File: src/common/decode_pkg.sv
package decode_pkg;

    localparam int inst_width = 32;
    localparam int imm_width = 20;         // Widest immediate is the lui/auipc upper field
    localparam int reg_width = 5;
    localparam int csr_id_width = 12;
    localparam int queue_depth = 4;        // Power of two so pointers wrap freely
    localparam int queue_ptr_width = $clog2(queue_depth);

    typedef enum logic [2:0] {
        br_beq  = 3'b000,
        br_bne  = 3'b001,
        br_blt  = 3'b010,
        br_bge  = 3'b011,
        br_jal  = 3'b100,
        br_jalr = 3'b101,
        br_bltu = 3'b110,
        br_bgeu = 3'b111
    } branch_op_e;

    typedef enum logic [3:0] {
        mem_lb  = 4'b0000,
        mem_lh  = 4'b0001,
        mem_lw  = 4'b0010,
        mem_lbu = 4'b0100,
        mem_lhu = 4'b0101,
        mem_sb  = 4'b1000,
        mem_sh  = 4'b1100,
        mem_sw  = 4'b1010
    } mem_op_e;

    typedef enum logic [4:0] {
        int_add   = 5'b00000,
        int_sub   = 5'b01101,
        int_sll   = 5'b01000,
        int_slt   = 5'b00010,
        int_sltu  = 5'b10010,
        int_xor   = 5'b00100,
        int_srl   = 5'b01001,
        int_sra   = 5'b11001,
        int_or    = 5'b00110,
        int_and   = 5'b00101,
        int_lui   = 5'b00001,
        int_auipc = 5'b01100,
        int_nop   = 5'b00011          // Fence lands here
    } int_op_e;

    typedef enum logic [2:0] {
        csr_none   = 3'b000,
        csr_rw     = 3'b001,
        csr_rs     = 3'b010,
        csr_rc     = 3'b011,
        csr_rwi    = 3'b101,
        csr_rsi    = 3'b110,
        csr_rci    = 3'b111
    } csr_op_e;

    // Trap causes follow mcause where one exists
    typedef enum logic [3:0] {
        exc_iam  = 4'd0,
        exc_ii   = 4'd2,
        exc_bp   = 4'd3,
        exc_ec   = 4'd8,
        exc_mret = 4'd10,
        exc_sret = 4'd11,
        exc_ipf  = 4'd12,
        exc_none = 4'd15
    } exc_code_e;

    typedef enum logic [1:0] {
        class_int    = 2'd0,
        class_branch = 2'd1,
        class_mem    = 2'd2,
        class_csr    = 2'd3
    } issue_class_e;

endpackage

File: src/decode/decode_unit.sv
module decode_unit (
    input  logic [decode_pkg::inst_width-1:0]   inst,
    input  logic                                iam,
    input  logic                                ipf,
    output logic                                intv,
    output logic                                branchv,
    output logic                                memv,
    output logic                                csrv,
    output decode_pkg::int_op_e                 int_op,
    output decode_pkg::branch_op_e              branch_op,
    output decode_pkg::mem_op_e                 mem_op,
    output decode_pkg::csr_op_e                 csr_op,
    output decode_pkg::exc_code_e               exc_code,
    output logic [decode_pkg::reg_width-1:0]    rs1,
    output logic [decode_pkg::reg_width-1:0]    rs2,
    output logic [decode_pkg::reg_width-1:0]    rd,
    output logic                                we,
    output logic [decode_pkg::imm_width-1:0]    imm,
    output logic                                immv,
    output logic                                uext,
    output logic [decode_pkg::csr_id_width-1:0] csr_id
);
    import decode_pkg::*;

    logic [4:0] op;
    logic [2:0] funct3;
    logic [6:0] funct7;
    logic [7:0] f3;
    logic f7_0, f7_5;
    logic op_lui, op_auipc, op_jal, op_jalr, op_branch, op_load, op_store;
    logic op_miscmem, op_imm, op_reg, op_system;
    logic beq, bne, blt, bge, bltu, bgeu, br_cond, jal, jalr;
    logic lb, lh, lw, lbu, lhu, sb, sh, sw, load_any, store_any;
    logic alu_any, fence;
    logic sel_add, sel_sub, sel_sll, sel_slt, sel_sltu, sel_xor, sel_srl, sel_sra;
    logic sel_or, sel_and;
    logic ecall, ebreak, mret, sret, sys_trap;
    logic csrrw, csrrs, csrrc, csrrwi, csrrsi, csrrci, csr_any;
    logic legal, illegal, exc_any;
    logic [imm_width-1:0] b_imm, j_imm, u_imm, i_imm, s_imm, z_imm;

    assign op = inst[6:2];
    assign funct3 = inst[14:12];
    assign funct7 = inst[31:25];
    assign f3 = 8'b1 << funct3;            // One-hot funct3
    assign f7_0 = (funct7 == 7'h00);
    assign f7_5 = (funct7 == 7'h20);

    assign op_lui = (op == 5'b01101);
    assign op_auipc = (op == 5'b00101);
    assign op_jal = (op == 5'b11011);
    assign op_jalr = (op == 5'b11001);
    assign op_branch = (op == 5'b11000);
    assign op_load = (op == 5'b00000);
    assign op_store = (op == 5'b01000);
    assign op_miscmem = (op == 5'b00011);
    assign op_imm = (op == 5'b00100);
    assign op_reg = (op == 5'b01100);
    assign op_system = (op == 5'b11100);

    assign beq = op_branch & f3[0];
    assign bne = op_branch & f3[1];
    assign blt = op_branch & f3[4];
    assign bge = op_branch & f3[5];
    assign bltu = op_branch & f3[6];
    assign bgeu = op_branch & f3[7];
    assign br_cond = beq | bne | blt | bge | bltu | bgeu;
    assign jal = op_jal;
    assign jalr = op_jalr & f3[0];

    assign lb = op_load & f3[0];
    assign lh = op_load & f3[1];
    assign lw = op_load & f3[2];
    assign lbu = op_load & f3[4];
    assign lhu = op_load & f3[5];
    assign sb = op_store & f3[0];
    assign sh = op_store & f3[1];
    assign sw = op_store & f3[2];
    assign load_any = lb | lh | lw | lbu | lhu;
    assign store_any = sb | sh | sw;

    // Immediate and register forms share one term per operation
    assign sel_add = (op_imm | (op_reg & f7_0)) & f3[0];
    assign sel_sub = op_reg & f7_5 & f3[0];
    assign sel_sll = (op_imm | op_reg) & f7_0 & f3[1];
    assign sel_slt = (op_imm | (op_reg & f7_0)) & f3[2];
    assign sel_sltu = (op_imm | (op_reg & f7_0)) & f3[3];
    assign sel_xor = (op_imm | (op_reg & f7_0)) & f3[4];
    assign sel_srl = (op_imm | op_reg) & f7_0 & f3[5];
    assign sel_sra = (op_imm | op_reg) & f7_5 & f3[5];
    assign sel_or = (op_imm | (op_reg & f7_0)) & f3[6];
    assign sel_and = (op_imm | (op_reg & f7_0)) & f3[7];
    assign alu_any = sel_add | sel_sub | sel_sll | sel_slt | sel_sltu | sel_xor
                   | sel_srl | sel_sra | sel_or | sel_and;
    assign fence = op_miscmem & f3[0];     // Issues as an int nop without any ordering

    assign ecall = op_system & f3[0] & f7_0 & (inst[24:20] == 5'd0);
    assign ebreak = op_system & f3[0] & f7_0 & (inst[24:20] == 5'd1);
    assign mret = op_system & f3[0] & (funct7 == 7'h18) & (inst[24:20] == 5'd2);
    assign sret = op_system & f3[0] & (funct7 == 7'h08) & (inst[24:20] == 5'd2);
    assign sys_trap = ecall | ebreak | mret | sret;

    assign csrrw = op_system & f3[1];
    assign csrrs = op_system & f3[2];
    assign csrrc = op_system & f3[3];
    assign csrrwi = op_system & f3[5];
    assign csrrsi = op_system & f3[6];
    assign csrrci = op_system & f3[7];
    assign csr_any = csrrw | csrrs | csrrc | csrrwi | csrrsi | csrrci;

    assign legal = (inst[1:0] == 2'b11)
                 & (br_cond | jal | jalr | load_any | store_any | op_lui | op_auipc
                    | alu_any | fence | csr_any | sys_trap);
    assign illegal = ~legal;
    assign exc_any = illegal | ipf | iam | sys_trap;

    // Faulted words only ever go to the CSR path
    assign intv = (op_lui | op_auipc | alu_any | fence) & ~exc_any;
    assign branchv = (br_cond | jal | jalr) & ~exc_any;
    assign memv = (load_any | store_any) & ~exc_any;
    assign csrv = csr_any | exc_any;

    assign int_op = int_op_e'({sel_sltu | sel_sra,
                               sel_sll | sel_srl | sel_sra | op_auipc | sel_sub,
                               sel_xor | sel_or | sel_and | op_auipc | sel_sub,
                               sel_slt | sel_sltu | sel_or | fence,
                               op_lui | sel_and | sel_srl | sel_sra | fence | sel_sub});
    assign branch_op = branch_op_e'({jal | jalr | bltu | bgeu,
                                     blt | bge | bltu | bgeu,
                                     jalr | bne | bge | bgeu});
    assign mem_op = mem_op_e'({store_any, sh | lbu | lhu, lw | sw, lh | lhu});
    assign csr_op = csr_op_e'({csrrwi | csrrsi | csrrci,
                               csrrs | csrrc | csrrsi | csrrci,
                               csrrw | csrrc | csrrwi | csrrci});

    assign exc_code = illegal ? exc_ii :
                      ipf     ? exc_ipf :
                      iam     ? exc_iam :
                      ecall   ? exc_ec :
                      ebreak  ? exc_bp :
                      mret    ? exc_mret :
                      sret    ? exc_sret : exc_none;

    assign rs1 = {reg_width{jalr | op_branch | op_load | op_store | op_imm | op_reg
                            | csrrw | csrrs | csrrc}} & inst[19:15];
    assign rs2 = {reg_width{op_branch | op_store | op_reg}} & inst[24:20];
    assign rd = {reg_width{op_lui | op_auipc | jal | jalr | op_load | op_imm | op_reg
                           | csr_any}} & inst[11:7];
    assign we = (rd != '0);

    assign b_imm = {7'b0, inst[31], inst[7], inst[30:25], inst[11:8], 1'b0};
    assign j_imm = {inst[31], inst[19:12], inst[20], inst[30:21]};  // Offset in halfwords
    assign u_imm = inst[31:12];
    assign i_imm = {8'b0, inst[31:20]};
    assign s_imm = {8'b0, inst[31:25], inst[11:7]};
    assign z_imm = {15'b0, inst[19:15]};    // CSR zimm

    assign imm = ({imm_width{br_cond}} & b_imm)
               | ({imm_width{jal}} & j_imm)
               | ({imm_width{op_lui | op_auipc}} & u_imm)
               | ({imm_width{load_any | op_imm | fence | jalr}} & i_imm)
               | ({imm_width{store_any}} & s_imm)
               | ({imm_width{csr_any}} & z_imm);
    assign immv = op_imm & alu_any;
    assign uext = sel_sltu | lbu | lhu | bltu | bgeu | sel_srl;
    assign csr_id = inst[31:20];

endmodule

File: src/logic/inst_queue.sv
module inst_queue (
    input  logic                              clk,
    input  logic                              reset,
    input  logic                              push,
    input  logic [decode_pkg::inst_width-1:0] in_inst,
    input  logic                              in_iam,
    input  logic                              in_ipf,
    input  logic                              pop,
    output logic [decode_pkg::inst_width-1:0] head_inst,
    output logic                              head_iam,
    output logic                              head_ipf,
    output logic                              empty,
    output logic                              full
);
    import decode_pkg::*;

    logic [inst_width-1:0] inst_mem [queue_depth];
    logic iam_mem [queue_depth];
    logic ipf_mem [queue_depth];
    logic [queue_ptr_width-1:0] wr_ptr;
    logic [queue_ptr_width-1:0] rd_ptr;
    logic [queue_ptr_width:0] count;
    logic do_push;
    logic do_pop;

    assign do_push = push & ~full;         // Word is lost if producer ignores full
    assign do_pop = pop & ~empty;
    assign empty = (count == '0);
    assign full = (count == (queue_ptr_width + 1)'(queue_depth));

    always_ff @(posedge clk) begin
        if (do_push) begin
            inst_mem[wr_ptr] <= in_inst;
            iam_mem[wr_ptr] <= in_iam;
            ipf_mem[wr_ptr] <= in_ipf;
        end
    end

    always_ff @(posedge clk) begin
        if (reset) begin
            wr_ptr <= '0;
            rd_ptr <= '0;
            count <= '0;
        end else begin
            if (do_push)
                wr_ptr <= wr_ptr + 1'b1;
            if (do_pop)
                rd_ptr <= rd_ptr + 1'b1;
            case ({do_push, do_pop})
                2'b10:   count <= count + 1'b1;
                2'b01:   count <= count - 1'b1;
                default: count <= count;  // Both or neither
            endcase
        end
    end

    assign head_inst = inst_mem[rd_ptr];
    assign head_iam = iam_mem[rd_ptr];
    assign head_ipf = ipf_mem[rd_ptr];

    // Producer must watch full
    a_no_push_full: assert property (@(posedge clk) disable iff (reset) push |-> !full)
        else $error("inst_queue: push while full, word dropped");

    // Dispatch must only pop a valid head
    a_no_pop_empty: assert property (@(posedge clk) disable iff (reset) pop |-> !empty)
        else $error("inst_queue: pop while empty");

endmodule

File: src/logic/dispatch_reg.sv
module dispatch_reg (
    input  logic                                clk,
    input  logic                                reset,
    input  logic                                stall,
    input  logic                                empty,
    input  logic                                intv,
    input  logic                                branchv,
    input  logic                                memv,
    input  logic                                csrv,
    input  decode_pkg::int_op_e                 dec_int_op,
    input  decode_pkg::branch_op_e              dec_branch_op,
    input  decode_pkg::mem_op_e                 dec_mem_op,
    input  decode_pkg::csr_op_e                 dec_csr_op,
    input  decode_pkg::exc_code_e               dec_exc_code,
    input  logic [decode_pkg::reg_width-1:0]    dec_rs1,
    input  logic [decode_pkg::reg_width-1:0]    dec_rs2,
    input  logic [decode_pkg::reg_width-1:0]    dec_rd,
    input  logic                                dec_we,
    input  logic [decode_pkg::imm_width-1:0]    dec_imm,
    input  logic                                dec_immv,
    input  logic                                dec_uext,
    input  logic [decode_pkg::csr_id_width-1:0] dec_csr_id,
    output logic                                pop,
    output logic                                issue_valid,
    output decode_pkg::issue_class_e            issue_class,
    output decode_pkg::int_op_e                 int_op,
    output decode_pkg::branch_op_e              branch_op,
    output decode_pkg::mem_op_e                 mem_op,
    output decode_pkg::csr_op_e                 csr_op,
    output decode_pkg::exc_code_e               exc_code,
    output logic [decode_pkg::reg_width-1:0]    rs1,
    output logic [decode_pkg::reg_width-1:0]    rs2,
    output logic [decode_pkg::reg_width-1:0]    rd,
    output logic                                we,
    output logic [decode_pkg::imm_width-1:0]    imm,
    output logic                                immv,
    output logic                                uext,
    output logic [decode_pkg::csr_id_width-1:0] csr_id
);
    import decode_pkg::*;

    issue_class_e next_class;

    // CSR first so trapping words never reach another unit
    always_comb begin
        if (csrv)
            next_class = class_csr;
        else if (memv)
            next_class = class_mem;
        else if (branchv)
            next_class = class_branch;
        else
            next_class = class_int;
    end

    assign pop = ~empty & ~stall;

    always_ff @(posedge clk) begin
        if (reset)
            issue_valid <= 1'b0;
        else
            issue_valid <= pop;
    end

    always_ff @(posedge clk) begin
        if (pop) begin
            issue_class <= next_class;
            int_op <= dec_int_op;
            branch_op <= dec_branch_op;
            mem_op <= dec_mem_op;
            csr_op <= dec_csr_op;
            exc_code <= dec_exc_code;
            rs1 <= dec_rs1;
            rs2 <= dec_rs2;
            rd <= dec_rd;
            we <= dec_we;
            imm <= dec_imm;
            immv <= dec_immv;
            uext <= dec_uext;
            csr_id <= dec_csr_id;
        end
    end

    // Decoder must hand over exactly one class per popped word
    a_one_class: assert property (@(posedge clk) disable iff (reset)
        pop |-> $onehot({intv, branchv, memv, csrv}))
        else $error("dispatch_reg: class valids not one-hot on pop");

endmodule

File: src/logic/decode_stage.sv
module decode_stage (
    input  logic                                clk,
    input  logic                                reset,
    input  logic                                inst_valid,
    input  logic [decode_pkg::inst_width-1:0]   inst,
    input  logic                                iam,
    input  logic                                ipf,
    input  logic                                stall,
    output logic                                full,
    output logic                                issue_valid,
    output decode_pkg::issue_class_e            issue_class,
    output decode_pkg::int_op_e                 int_op,
    output decode_pkg::branch_op_e              branch_op,
    output decode_pkg::mem_op_e                 mem_op,
    output decode_pkg::csr_op_e                 csr_op,
    output decode_pkg::exc_code_e               exc_code,
    output logic [decode_pkg::reg_width-1:0]    rs1,
    output logic [decode_pkg::reg_width-1:0]    rs2,
    output logic [decode_pkg::reg_width-1:0]    rd,
    output logic                                we,
    output logic [decode_pkg::imm_width-1:0]    imm,
    output logic                                uext,
    output logic                                immv,
    output logic [decode_pkg::csr_id_width-1:0] csr_id
);
    import decode_pkg::*;

    logic [inst_width-1:0] head_inst;
    logic head_iam, head_ipf;
    logic empty, pop;
    logic intv, branchv, memv, csrv;
    int_op_e dec_int_op;
    branch_op_e dec_branch_op;
    mem_op_e dec_mem_op;
    csr_op_e dec_csr_op;
    exc_code_e dec_exc_code;
    logic [reg_width-1:0] dec_rs1, dec_rs2, dec_rd;
    logic dec_we, dec_immv, dec_uext;
    logic [imm_width-1:0] dec_imm;
    logic [csr_id_width-1:0] dec_csr_id;

    inst_queue u_queue (
        .clk(clk), .reset(reset),
        .push(inst_valid), .in_inst(inst), .in_iam(iam), .in_ipf(ipf),
        .pop(pop),
        .head_inst(head_inst), .head_iam(head_iam), .head_ipf(head_ipf),
        .empty(empty), .full(full)
    );

    decode_unit u_decode (
        .inst(head_inst), .iam(head_iam), .ipf(head_ipf),
        .intv(intv), .branchv(branchv), .memv(memv), .csrv(csrv),
        .int_op(dec_int_op), .branch_op(dec_branch_op), .mem_op(dec_mem_op),
        .csr_op(dec_csr_op), .exc_code(dec_exc_code),
        .rs1(dec_rs1), .rs2(dec_rs2), .rd(dec_rd), .we(dec_we),
        .imm(dec_imm), .immv(dec_immv), .uext(dec_uext), .csr_id(dec_csr_id)
    );

    dispatch_reg u_dispatch (
        .clk(clk), .reset(reset), .stall(stall), .empty(empty),
        .intv(intv), .branchv(branchv), .memv(memv), .csrv(csrv),
        .dec_int_op(dec_int_op), .dec_branch_op(dec_branch_op),
        .dec_mem_op(dec_mem_op), .dec_csr_op(dec_csr_op), .dec_exc_code(dec_exc_code),
        .dec_rs1(dec_rs1), .dec_rs2(dec_rs2), .dec_rd(dec_rd), .dec_we(dec_we),
        .dec_imm(dec_imm), .dec_immv(dec_immv), .dec_uext(dec_uext),
        .dec_csr_id(dec_csr_id),
        .pop(pop), .issue_valid(issue_valid), .issue_class(issue_class),
        .int_op(int_op), .branch_op(branch_op), .mem_op(mem_op), .csr_op(csr_op),
        .exc_code(exc_code), .rs1(rs1), .rs2(rs2), .rd(rd), .we(we),
        .imm(imm), .immv(immv), .uext(uext), .csr_id(csr_id)
    );

endmodule

File: config.mk
export PLATFORM = sky130hd
export DESIGN_NAME = decode_stage
export DESIGN_NICKNAME = d
export VERILOG_FILES = /design/src/common/decode_pkg.sv /design/src/decode/decode_unit.sv /design/src/logic/inst_queue.sv /design/src/logic/dispatch_reg.sv /design/src/logic/decode_stage.sv
export SDC_FILE = /design/constraint.sdc
export NUM_CORES = 1
export LEC_CHECK = 0
export ABC_CLOCK_PERIOD_IN_PS = 7400
export BUFFER_PORTS_ARGS = -buffer_cell sky130_fd_sc_hd__buf_4
export CORE_ASPECT_RATIO = 1.4
export CORE_MARGIN = 1.5
export CORE_UTILIZATION = 50
export DETAILED_ROUTE_END_ITERATION = 16
export PLACE_DENSITY = 0.8
export SYNTH_ARGS = -nofsm -noshare
export SYNTH_HDL_FRONTEND = slang
export SYNTH_SLANG_ARGS = --single-unit
export TNS_END_PERCENT = 5
File: constraint.sdc
create_clock -name clk -period 7.4 [get_ports clk]
set_clock_uncertainty 0.1 [all_clocks]
set_input_delay 0.74 -clock clk [delete_from_list [all_inputs] [get_ports clk]]
set_output_delay 0.74 -clock clk [all_outputs]
set_load 0.01 [all_outputs]
==> results of run 1 <==
-- cell usage after synthesis (all sizes together) (2+ instances only) --
| cell | number |
|---|---|
| a221o | 6 |
| dfxtp | 10 |
| a22o | 12 |
| o21ai | 11 |
| nor4 | 2 |
| o21a | 2 |
| o211ai | 3 |
| nor2b | 14 |
| nor2 | 17 |
| and2 | 8 |
| buf | 12 |
| a222oi | 2 |
| xnor2 | 2 |
| nand2 | 36 |
| or2 | 3 |
| a21oi | 12 |
| mux4 | 32 |
| ha | 5 |
| nand3 | 6 |
| a2111oi | 2 |
| a211oi | 2 |
| nand2b | 2 |
| xor2 | 3 |
| nor3 | 17 |
| edfxtp | 207 |
| nor3b | 4 |
| mux2i | 3 |
| and3 | 9 |
| inv | 13 |
| a22oi | 4 |
| nand4 | 3 |
| or3 | 6 |
| clkbuf | 10 |
| a21o | 7 |
-- worst max-delay path, delay by kind of cell (launching register included) --
family                 cells  cell delay [ns]
DFF                        1             0.31
AOI/OAI and AO/OA          2             0.62
buffers and inverters      1             0.53
muxes                      1             0.84
and+or+nand+nor            3             1.12
-- area by class of cell --
type                       instances  area [sq um]  area share [%]
sequential                       217          6420            61.7
multi-input combinational        249          2160            20.8
timing repair buffer             118           886            8.52
clock buffer                      25           519            5.00
tap                              236           295            2.84
clock inverter                    11          65.1           0.626
inverter                          13          48.8           0.469
-- registers in the layout (all words and copies together), names as in the netlist, 5 cells and up, named ones only --
register,flops
u_dispatch.csr_id,12
u_dispatch.imm,20
u_dispatch.int_op,5
u_dispatch.rd,5
u_dispatch.rs1,5
u_dispatch.rs2,5
u_queue.inst_mem,128
-- layer usage --
metal	vias to the layer above	part of all wire, %	global-route usage (%)
met4	0	4.4	9.09
met5	-	0	0
met2	183	51	32.5
met3	50	5.5	3.01
li1	2229	-	-
met1	2437	39	25.6
-- path summary, 6_finish.rpt --
kind                                 start                                end  slack [ns]
min reg2reg  u_queue.count[2]$_SDFFE_PP0P_      u_queue.count[2]$_SDFFE_PP0P_        0.44
max                              flip-flop        u_dispatch.imm[8]$_DFFE_PP_        3.75
min                                  stall  u_dispatch.issue_valid$_SDFF_PP0_        0.33
max reg2reg                      flip-flop        u_dispatch.imm[8]$_DFFE_PP_        3.75
-- power by group --
group	internal [W]	leakage [nW]	switching (W)
Sequential	0.00165	2.00	0.0000657
Clock	0.000502	0.296	0.000419
Combinational	0.000459	1.39	0.000720
Total	0.00261	3.69	0.00120
-- cells by family after synthesis --
kind of cell,after synthesis
AND/OR/NAND/NOR,131
flip-flops,217
XOR/XNOR,5
buffers and inverters,35
multiplexers,36
AO/OA/AOI/OAI,71
adder cells (fa/ha/maj),6
-- per-stage QoR --
stage / instance area, sq um / hold slack (ns) / std cells / total power [W] / utilization [%]
floorplan: 8730 / 0.367 / 501 / 0.00249 / -
global placement: 9810 / 0.378 / 833 / 0.00288 / 56.8
detailed placement: 9810 / 0.411 / 833 / 0.00293 / 56.8
CTS: 10400 / 0.320 / 869 / 0.00384 / 60.2
global route: 10400 / 0.329 / 869 / 0.00399 / 60.2
finish: 10400 / 0.334 / 869 / 0.00381 / 60.2
-- cell usage in the layout, fill, tap and decap left out, drive strengths merged, types with 9 or more instances in the layout --
cell	count
buf	118
edfxtp	207
clkinv	11
nor2	17
mux4	32
nor2b	14
o21ai	11
and3	9
nand2	36
nor3	17
dfxtp	10
a22o	12
clkbuf	25
inv	13
a21oi	12
==> reports/results.txt, run 1 <==
Status: completed
Hold_buf cts: 0
Number of remaining DRC errors: 0
Clock Pin Slew Worst Setup and Hold Paths: 0.06 ns
Hold Vio Cnt, Final: 0
#FFs+latches synth: 217
Main combinational cell family by area after synthesis: multiplexers
Worst hold path type: input port to flip-flop
Routed via count: 4899
Final net count: 663
Clk Latency, worst-skew pair: 0.49 ns
Compound-cell area share of the yosys netlist: 6.38%
Postcts setup bufs: 0
CTS root buffer: clkbuf_16
Fin Setup TNS: 0 ns
IO Port Bufs: 110
Num ports: 111
Area leader, netlist: edfxtp_1
Die Wd: 115 microns
Worst setup margin: 3.75 ns
Largest net degree at the start of global routing: 75
Delay of the slowest cell on the worst path: 0.84 ns
Gpl congestion: 0.892
DRT iter0 DRCs: 400
CP Data Required Time: 7.66 ns
Number of global-route vias before repair: 4881
Syn Area/Cell: 17.4 sq um
Initial antenna violation count: 0
Core ar.: 17300 sq um
Worst Path Max Fanout: 38
Htree depth: 1
Peak supply drop: 0.000364 V
Final Setup Violations: 0
Register area share after synthesis: 73.5%
Post-CTS sizing: 0
Row cnt: 57
Die area: 18300 sq um
CTS Buf Count: 20
Place WS: 3.73 ns
Filler cells: 1285
Top post-synthesis cells by area: edfxtp_1 71%, mux4_2 7.7%, dfxtp_1 2.3%
Worst Hold Path Cells: 2
WP data arrival: 3.92 ns
Post-Synthesis Cell Area: 8730 sq um
Fin crit period: 3.65 ns
Ys Warns: 0
Routed Antenna Nets: 0
LEAKAGE: 3.69 nW
Worst Max-Slew Pin Slew: 1.30 ns
Worst reg-to-reg path cell count: 7
Die H: 159 microns
Pwr/cell area: 367 nW/um^2
Starting Density: 50.6%
Max Fclk: 0.274 GHz
Critical Path Sink Type: flip-flop
Slew margin rel.: 12.9%
Worst path cell trace: buf_4, mux4_1, or4_4, a2111oi_4, or2_4, or2_1, a21o_1
Diode count: 0
Top-area cell type share of the netlist area: 71.2%
Mux share of post-synthesis cell area: 8.81%
Main flop type after synthesis: edfxtp_1
First-pass GRT wire length: 27300 microns
Drt pass-1 iters: 5
Period utilization: 49.4%
WL/cell: 20.6 microns
CTS tree: built
Mapped Nets: 545
Setup Crit Path Kind: flip-flop to flip-flop
Sink Count: 217
XOR/XNOR share of the synthesized area: 0.502%
Layout cells sized above 1: 30.3%
CP max stage cell: mux4_1
Synth Area in Adders: 0.946%
Post-synthesis instance total: 501
Overflow left after global routing: 0
Drt total wl: 17900 microns
Synthesis-to-finish area growth: 19.1%
Post-synthesis simple-gate area fraction: 8.00%
Synth unique cells: 59
Detailed-placement wirelength estimate: 12100 microns
Setup crit start kind: flip-flop
Async SR Flop Fraction: 0%
Number of synthesized flops with an enable pin: 207
Final Slew Violations: 0
Gr usage total: 19.6%
Unrepaired setup endpoints after global routing: no
Vias per cell: 5.64
# Max-Cap Violations: 0
Clock tree buffer depth: 3
(Power assumes the default switching activity.)
==> run 2, diff against run 1 <==
- ABC_CLOCK_PERIOD_IN_PS: 7400 -> 3500
- clock period: 7.4 -> 3.5 ns (I/O delays scaled with it)
==> run 2 against run 1 <==
Worst setup slack lost 3.5 ns. Combinational power is 130% higher. Maximum frequency is 11% higher. Non-clock buffer count grew 57. Critical path type unchanged. Global-route usage rose by 1.7 points.
==> reports/results.txt, run 2 (synthesis gave the netlist of run 1 again) <==
First-pass GRT wire length: 29500 microns
Filler cells: 1234
Number of flip-flops under the largest register name: 128
Worst Path Max Fanout: 13
Hold_buf cts: 37
Max Fclk: 0.303 GHz
Hold Vio Cnt, Final: 0
CTS Buf Count: 20
Worst path cell trace: buf_4, mux4_2, or4_4, a2111oi_4, or2_4, or2_1, a21o_1
Status: completed
Die H: 159 microns
Routed Antenna Nets: 0
WL/cell: 20.8 microns
Starting Density: 50.6%
Inst Count DP: 853
Gr usage total: 21.4%
Most frequent cells in the layout: 207 x edfxtp_1, 138 x buf_4, 37 x dlygate4sd3_1, 36 x nand2_1, 30 x mux4_2
Number of remaining DRC errors: 0
WHS: 0.320 ns
Clk Latency, worst-skew pair: 0.49 ns
CTS root buffer: clkbuf_16
Setup crit start kind: flip-flop
Drt total wl: 19300 microns
Die area: 18300 sq um
Worst Max-Slew Pin Slew: 1.02 ns
LEAKAGE: 3.96 nW
Htree depth: 1
Layout cells sized above 1: 30.4%
Worst hold path type: input port to flip-flop
Slew margin rel.: 32.0%
Vias per cell: 5.62
DRT iter0 DRCs: 417
Most common cell after layout, fill and taps aside: edfxtp_1
Worst setup margin: 0.202 ns
Fin crit period: 3.30 ns
CTS tree: built
Critical Path Sink Type: flip-flop
Finished Layout Cells: 926
Fin Setup TNS: 0 ns
Register area: 6420 sq um
Period utilization: 94.2%
Clock Pin Slew Worst Setup and Hold Paths: 0.07 ns
Peak supply drop: 0.000852 V
IO Port Bufs: 110
Die Wd: 115 microns
Overflow left after global routing: 0
Biggest regs: u_queue.inst_mem: 128 flops, u_dispatch.imm: 20 flops, u_dispatch.csr_id: 12 flops
Final net count: 720
CP max stage cell: mux4_2
Clock tree buffer depth: 3
Drt pass-1 iters: 5
Num ports: 111
Gpl congestion: 0.941
WP data arrival: 3.56 ns
Row cnt: 57
Top delay family on crit path: simple AND/OR/NAND/NOR gates
Detailed-placement wirelength estimate: 13200 microns
Post-CTS sizing: 0
Largest net degree at the start of global routing: 74
Delay of the slowest cell on the worst path: 0.67 ns
Sink Count: 217
Buf+Inv Stages, Crit Path: 1
Final Setup Violations: 0
# Max-Cap Violations: 0
Routed via count: 5202
Core ar.: 17300 sq um
Number of global-route vias before repair: 5189
CP Data Required Time: 3.76 ns
Diode count: 0
Setup Crit Path Kind: flip-flop to flip-flop
Final Slew Violations: 0
Initial antenna violation count: 0
Multi-input gate area: 2160 sq um
Postcts setup bufs: 0
Pwr/cell area: 771 nW/um^2
Top reg by flops: u_queue.inst_mem
Place WS: 0.225 ns
Unrepaired setup endpoints after global routing: no
Synthesis-to-finish area growth: 25.8%
[run 2: cell types whose count changed in the layout (fill, tap and decap cells not counted)]
cell,change
clkbuf_8,+1
bufinv_16,+2
clkinv_1,+2
inv_8,+1
clkinvlp_4,+2
buf_4,+20
clkinv_2,-8
dlygate4sd3_1,+37
[run 2: area by class of cell]
cell class                 instances  share of cell area, %
clock buffer                      26                   4.85
inverter                          13                  0.444
clock inverter                    10                   1.08
tap                              236                   2.69
sequential                       217                   58.4
multi-input combinational        249                   19.7
timing repair buffer             175                   12.8
[run 2: path summary, 6_finish.rpt]
kind | from | endpoint | slack, ns | cells past startpoint
setup / recovery | flip-flop | u_dispatch.imm[10]$_DFFE_PP_ | 0.20 | 7
hold / removal | inst_valid | u_queue.wr_ptr[0]$_SDFFE_PP0P_ | 0.32 | 4
setup reg to reg | flip-flop | u_dispatch.imm[10]$_DFFE_PP_ | 0.20 | 7
hold reg to reg | u_queue.count[1]$_SDFFE_PP0P_ | u_queue.count[1]$_SDFFE_PP0P_ | 0.44 | 2
[run 2: report_power, final]
part / internal [W] / total, W / switching (W)
clock: 0.00124 / 0.00213 / 0.000897
sequential: 0.00348 / 0.00364 / 0.000158
combinational: 0.00110 / 0.00269 / 0.00159
total: 0.00582 / 0.00846 / 0.00265
[run 2: metrics by stage]
stage | utilization (%) | instance area [sq um] | power, W
6_report | 63.6 | 11000 | 0.00846
5_1_grt | 63.6 | 11000 | 0.00883
4_1_cts | 63.6 | 11000 | 0.00850
3_5_place_dp | 57.7 | 9960 | 0.00634
3_3_place_gp | 57.7 | 9960 | 0.00626
2_1_floorplan | - | 8740 | 0.00525
[run 2: tightest hold or removal path, stage by stage]
cell and delay, ns:
buf_4 0.11, nor2b_1 0.20, xnor2_1 0.16, nor2_1 0.04
[run 2: per-layer routing]
| layer | part of all wire, % | up-vias | global-route usage (%) |
|---|---|---|---|
| met2 | 51 | 215 | 36.7 |
| met5 | 0 | - | 0 |
| met1 | 38 | 2585 | 26.3 |
| li1 | - | 2341 | - |
| met4 | 5.4 | 0 | 10.7 |
| met3 | 5.0 | 61 | 3.01 |
==> run 3, diff against run 2 <==
- ABC_AREA: default -> 1
==> run 3 against run 2 <==
Maximum frequency increased by 15%. Die area increased by 3.3%. Non-clock buffer count decreased by 14. Hold slack got worse by 0.20 ns. Combinational power increased by 2%. Flip-flop and latch count unchanged. Via count increased by 22%. First-iteration DRC count increased by 85%. Largest cell class unchanged. Largest power group unchanged.
==> reports/results.txt, run 3 <==
Final Setup Violations: 0
Routed Antenna Nets: 0
Num ports: 111
Setup Crit Path Kind: flip-flop to flip-flop
Delay of the slowest cell on the worst path: 0.50 ns
Clock Pin Slew Worst Setup and Hold Paths: 0.07 ns
Synth unique cells: 42
Hold Vio Cnt, Final: 0
Drt pass-1 iters: 5
Inst Count DP: 1085
Final net count: 947
Worst path cell trace: inv_2, buf_4, nand2_1, nand3_1, nand2_1, nand2_1, nor2_1, nand2_2, nand2_1, nand3_1, nand3_1, nor2_1, nand2_1, nand2_1, nor2_1
Worst Path Max Fanout: 51
Register area share after synthesis: 71.1%
Unrepaired setup endpoints after global routing: no
Fin Setup TNS: 0 ns
Most frequent CP cell: nand2_1
Number of global-route vias before repair: 6161
WP data arrival: 3.03 ns
Peak supply drop: 0.000385 V
Max Fclk: 0.347 GHz
Combinational power share: 32.5%
Pwr/cell area: 759 nW/um^2
CTS root buffer: clkbuf_16
DRT iter0 DRCs: 771
Vias per cell: 5.51
Starting Density: 50.6%
CP Data Required Time: 3.66 ns
Layout cells sized above 1: 21.6%
Post-synthesis instance total: 749
Synthesis-to-finish area growth: 23.1%
Filler cells: 1366
Critical Path Sink Type: flip-flop
Clk Latency, worst-skew pair: 0.50 ns
Ys Warns: 0
Status: completed
Top post-synthesis cells by area: edfxtp_1 69%, nand2_1 7.5%, nand3_1 3.4%
Period utilization: 82.2%
Die Wd: 117 microns
Psw: 0.00290 W
CTS Buf Count: 19
Drt total wl: 21100 microns
P_int: 0.00554 W
Detailed-placement wirelength estimate: 13900 microns
Async SR Flop Fraction: 0%
WL/cell: 18.3 microns
Main flop type after synthesis: edfxtp_1
Top cells by count, synth: 207 x edfxtp_1, 180 x nand2_1, 68 x nor2_1
Worst hold path type: input port to flip-flop
Reg power frac: 42.8%
Top-count cell post-synth: edfxtp_1
Top-area cell type share of the netlist area: 68.9%
Die area: 18900 sq um
Setup crit start kind: flip-flop
Htree depth: 1
Routed via count: 6362
CP max stage cell: buf_4
Mapped Nets: 793
CTS tree: built
First-pass GRT wire length: 32400 microns
IO Port Bufs: 110
Die H: 162 microns
Gr usage total: 22.6%
Power share of the clock group: 24.7%
Sw Ratio: 34.3%
Most frequent cells in the layout: 207 x edfxtp_1, 180 x nand2_1, 123 x buf_4, 63 x nor2_1, 61 x nand3_1
Number of remaining DRC errors: 0
Clock tree buffer depth: 3
Biggest regs: u_queue.inst_mem: 128 flops, u_dispatch.imm: 20 flops, u_dispatch.csr_id: 12 flops
LEAKAGE: 4.32 nW
Initial antenna violation count: 1
Row cnt: 58
Post-Synthesis Cell Area: 9030 sq um
Syn Area/Cell: 12.1 sq um
Largest net degree at the start of global routing: 74
Worst Max-Slew Pin Slew: 0.952 ns
Area leader, netlist: edfxtp_1
Number of flip-flops under the largest register name: 128
Most common cell after layout, fill and taps aside: edfxtp_1
Sink Count: 217
Final Slew Violations: 0
Fin crit period: 2.88 ns
Finished Layout Cells: 1155
Postcts setup bufs: 0
# Max-Cap Violations: 0
Gpl congestion: 0.973
Top reg by flops: u_queue.inst_mem
Number of synthesized flops with an enable pin: 207
Slew margin rel.: 36.5%
#FFs+latches synth: 217
Overflow left after global routing: 0
Core ar.: 17900 sq um
[run 3: cell families (layout without fill, tap and decap cells)]
kind of cell	count (synthesis)	in the layout	synth area share, %
simple gates	358	358	17.7
fa+ha+maj	6	6	0.915
buf+inv	86	251	4.20
compound gates	82	82	6.11
other cells	0	1	0
flops	217	217	71.1
[run 3: worst paths after layout]
kind	slack (ns)	startpoint	end	depth (start not counted)
worst max register to register	0.62	flip-flop	u_dispatch.exc_code[2]$_SDFFCE_PP0P_	15
worst min register to register	0.40	u_queue.count[0]$_SDFFE_PP0P_	u_queue.count[0]$_SDFFE_PP0P_	2
worst min-delay path	0.12	inst_valid	u_queue.wr_ptr[0]$_SDFFE_PP0P_	5
worst max-delay path	0.62	flip-flop	u_dispatch.exc_code[2]$_SDFFCE_PP0P_	15
[run 3: what timing repair did]
action / 4_1_cts / 5_1_grt
resized for setup: 0 / 0
hold buffers: 37 / 0
hold endpoints to repair: 138 / 0
[run 3: worst max-delay path, delay by kind of cell (launching register included)]
| kind | cells | cell delay (ns) |
|---|---|---|
| and+or+nand+nor | 13 | 1.45 |
| buffers and inverters | 2 | 0.73 |
| DFF | 1 | 0.33 |
[run 3: power groups by stage]
stage,Clock [W],Combinational [W],Sequential [W]
2_1_floorplan,0,0.00152,0.00379
3_3_place_gp,0,0.00262,0.00366
3_5_place_dp,0,0.00268,0.00367
4_1_cts,0.00210,0.00272,0.00362
5_1_grt,0.00219,0.00300,0.00365
6_report,0.00208,0.00274,0.00361
[run 3: through the flow]
step                setup slack (ns)  hold slack (ns)  area (sq um)  util (%)  total power, W
floorplan                      0.617            0.329          9030         -         0.00531
global placement               0.788            0.388         10100      56.7         0.00628
detailed placement             0.668            0.388         10100      56.7         0.00634
CTS                            0.653            0.114         11100      62.3         0.00844
global route                   0.354            0.159         11100      62.3         0.00884
finish                         0.622            0.122         11100      62.3         0.00844
[run 3: metal layers]
metal  vias up  GRT usage [%]  wire (microns)  share of wire [%]
li1       2947              -               -                  -
met1      3008           27.5            7690                 36
met2       344           39.7           10800                 51
met3        63           2.65            1670                7.9
met4         0           10.8             937                4.4
met5         -              0               0                  0
[run 3: final cells by class]
type	count	area (sq um)	share of cell area, %
antenna	1	2.50	0.0225
tap	240	300	2.70
clock buffer	22	507	4.56
clock inverter	10	109	0.979
inverter	58	218	1.96
sequential	217	6420	57.7
multi-input combinational	446	2250	20.2
timing repair buffer	161	1310	11.8
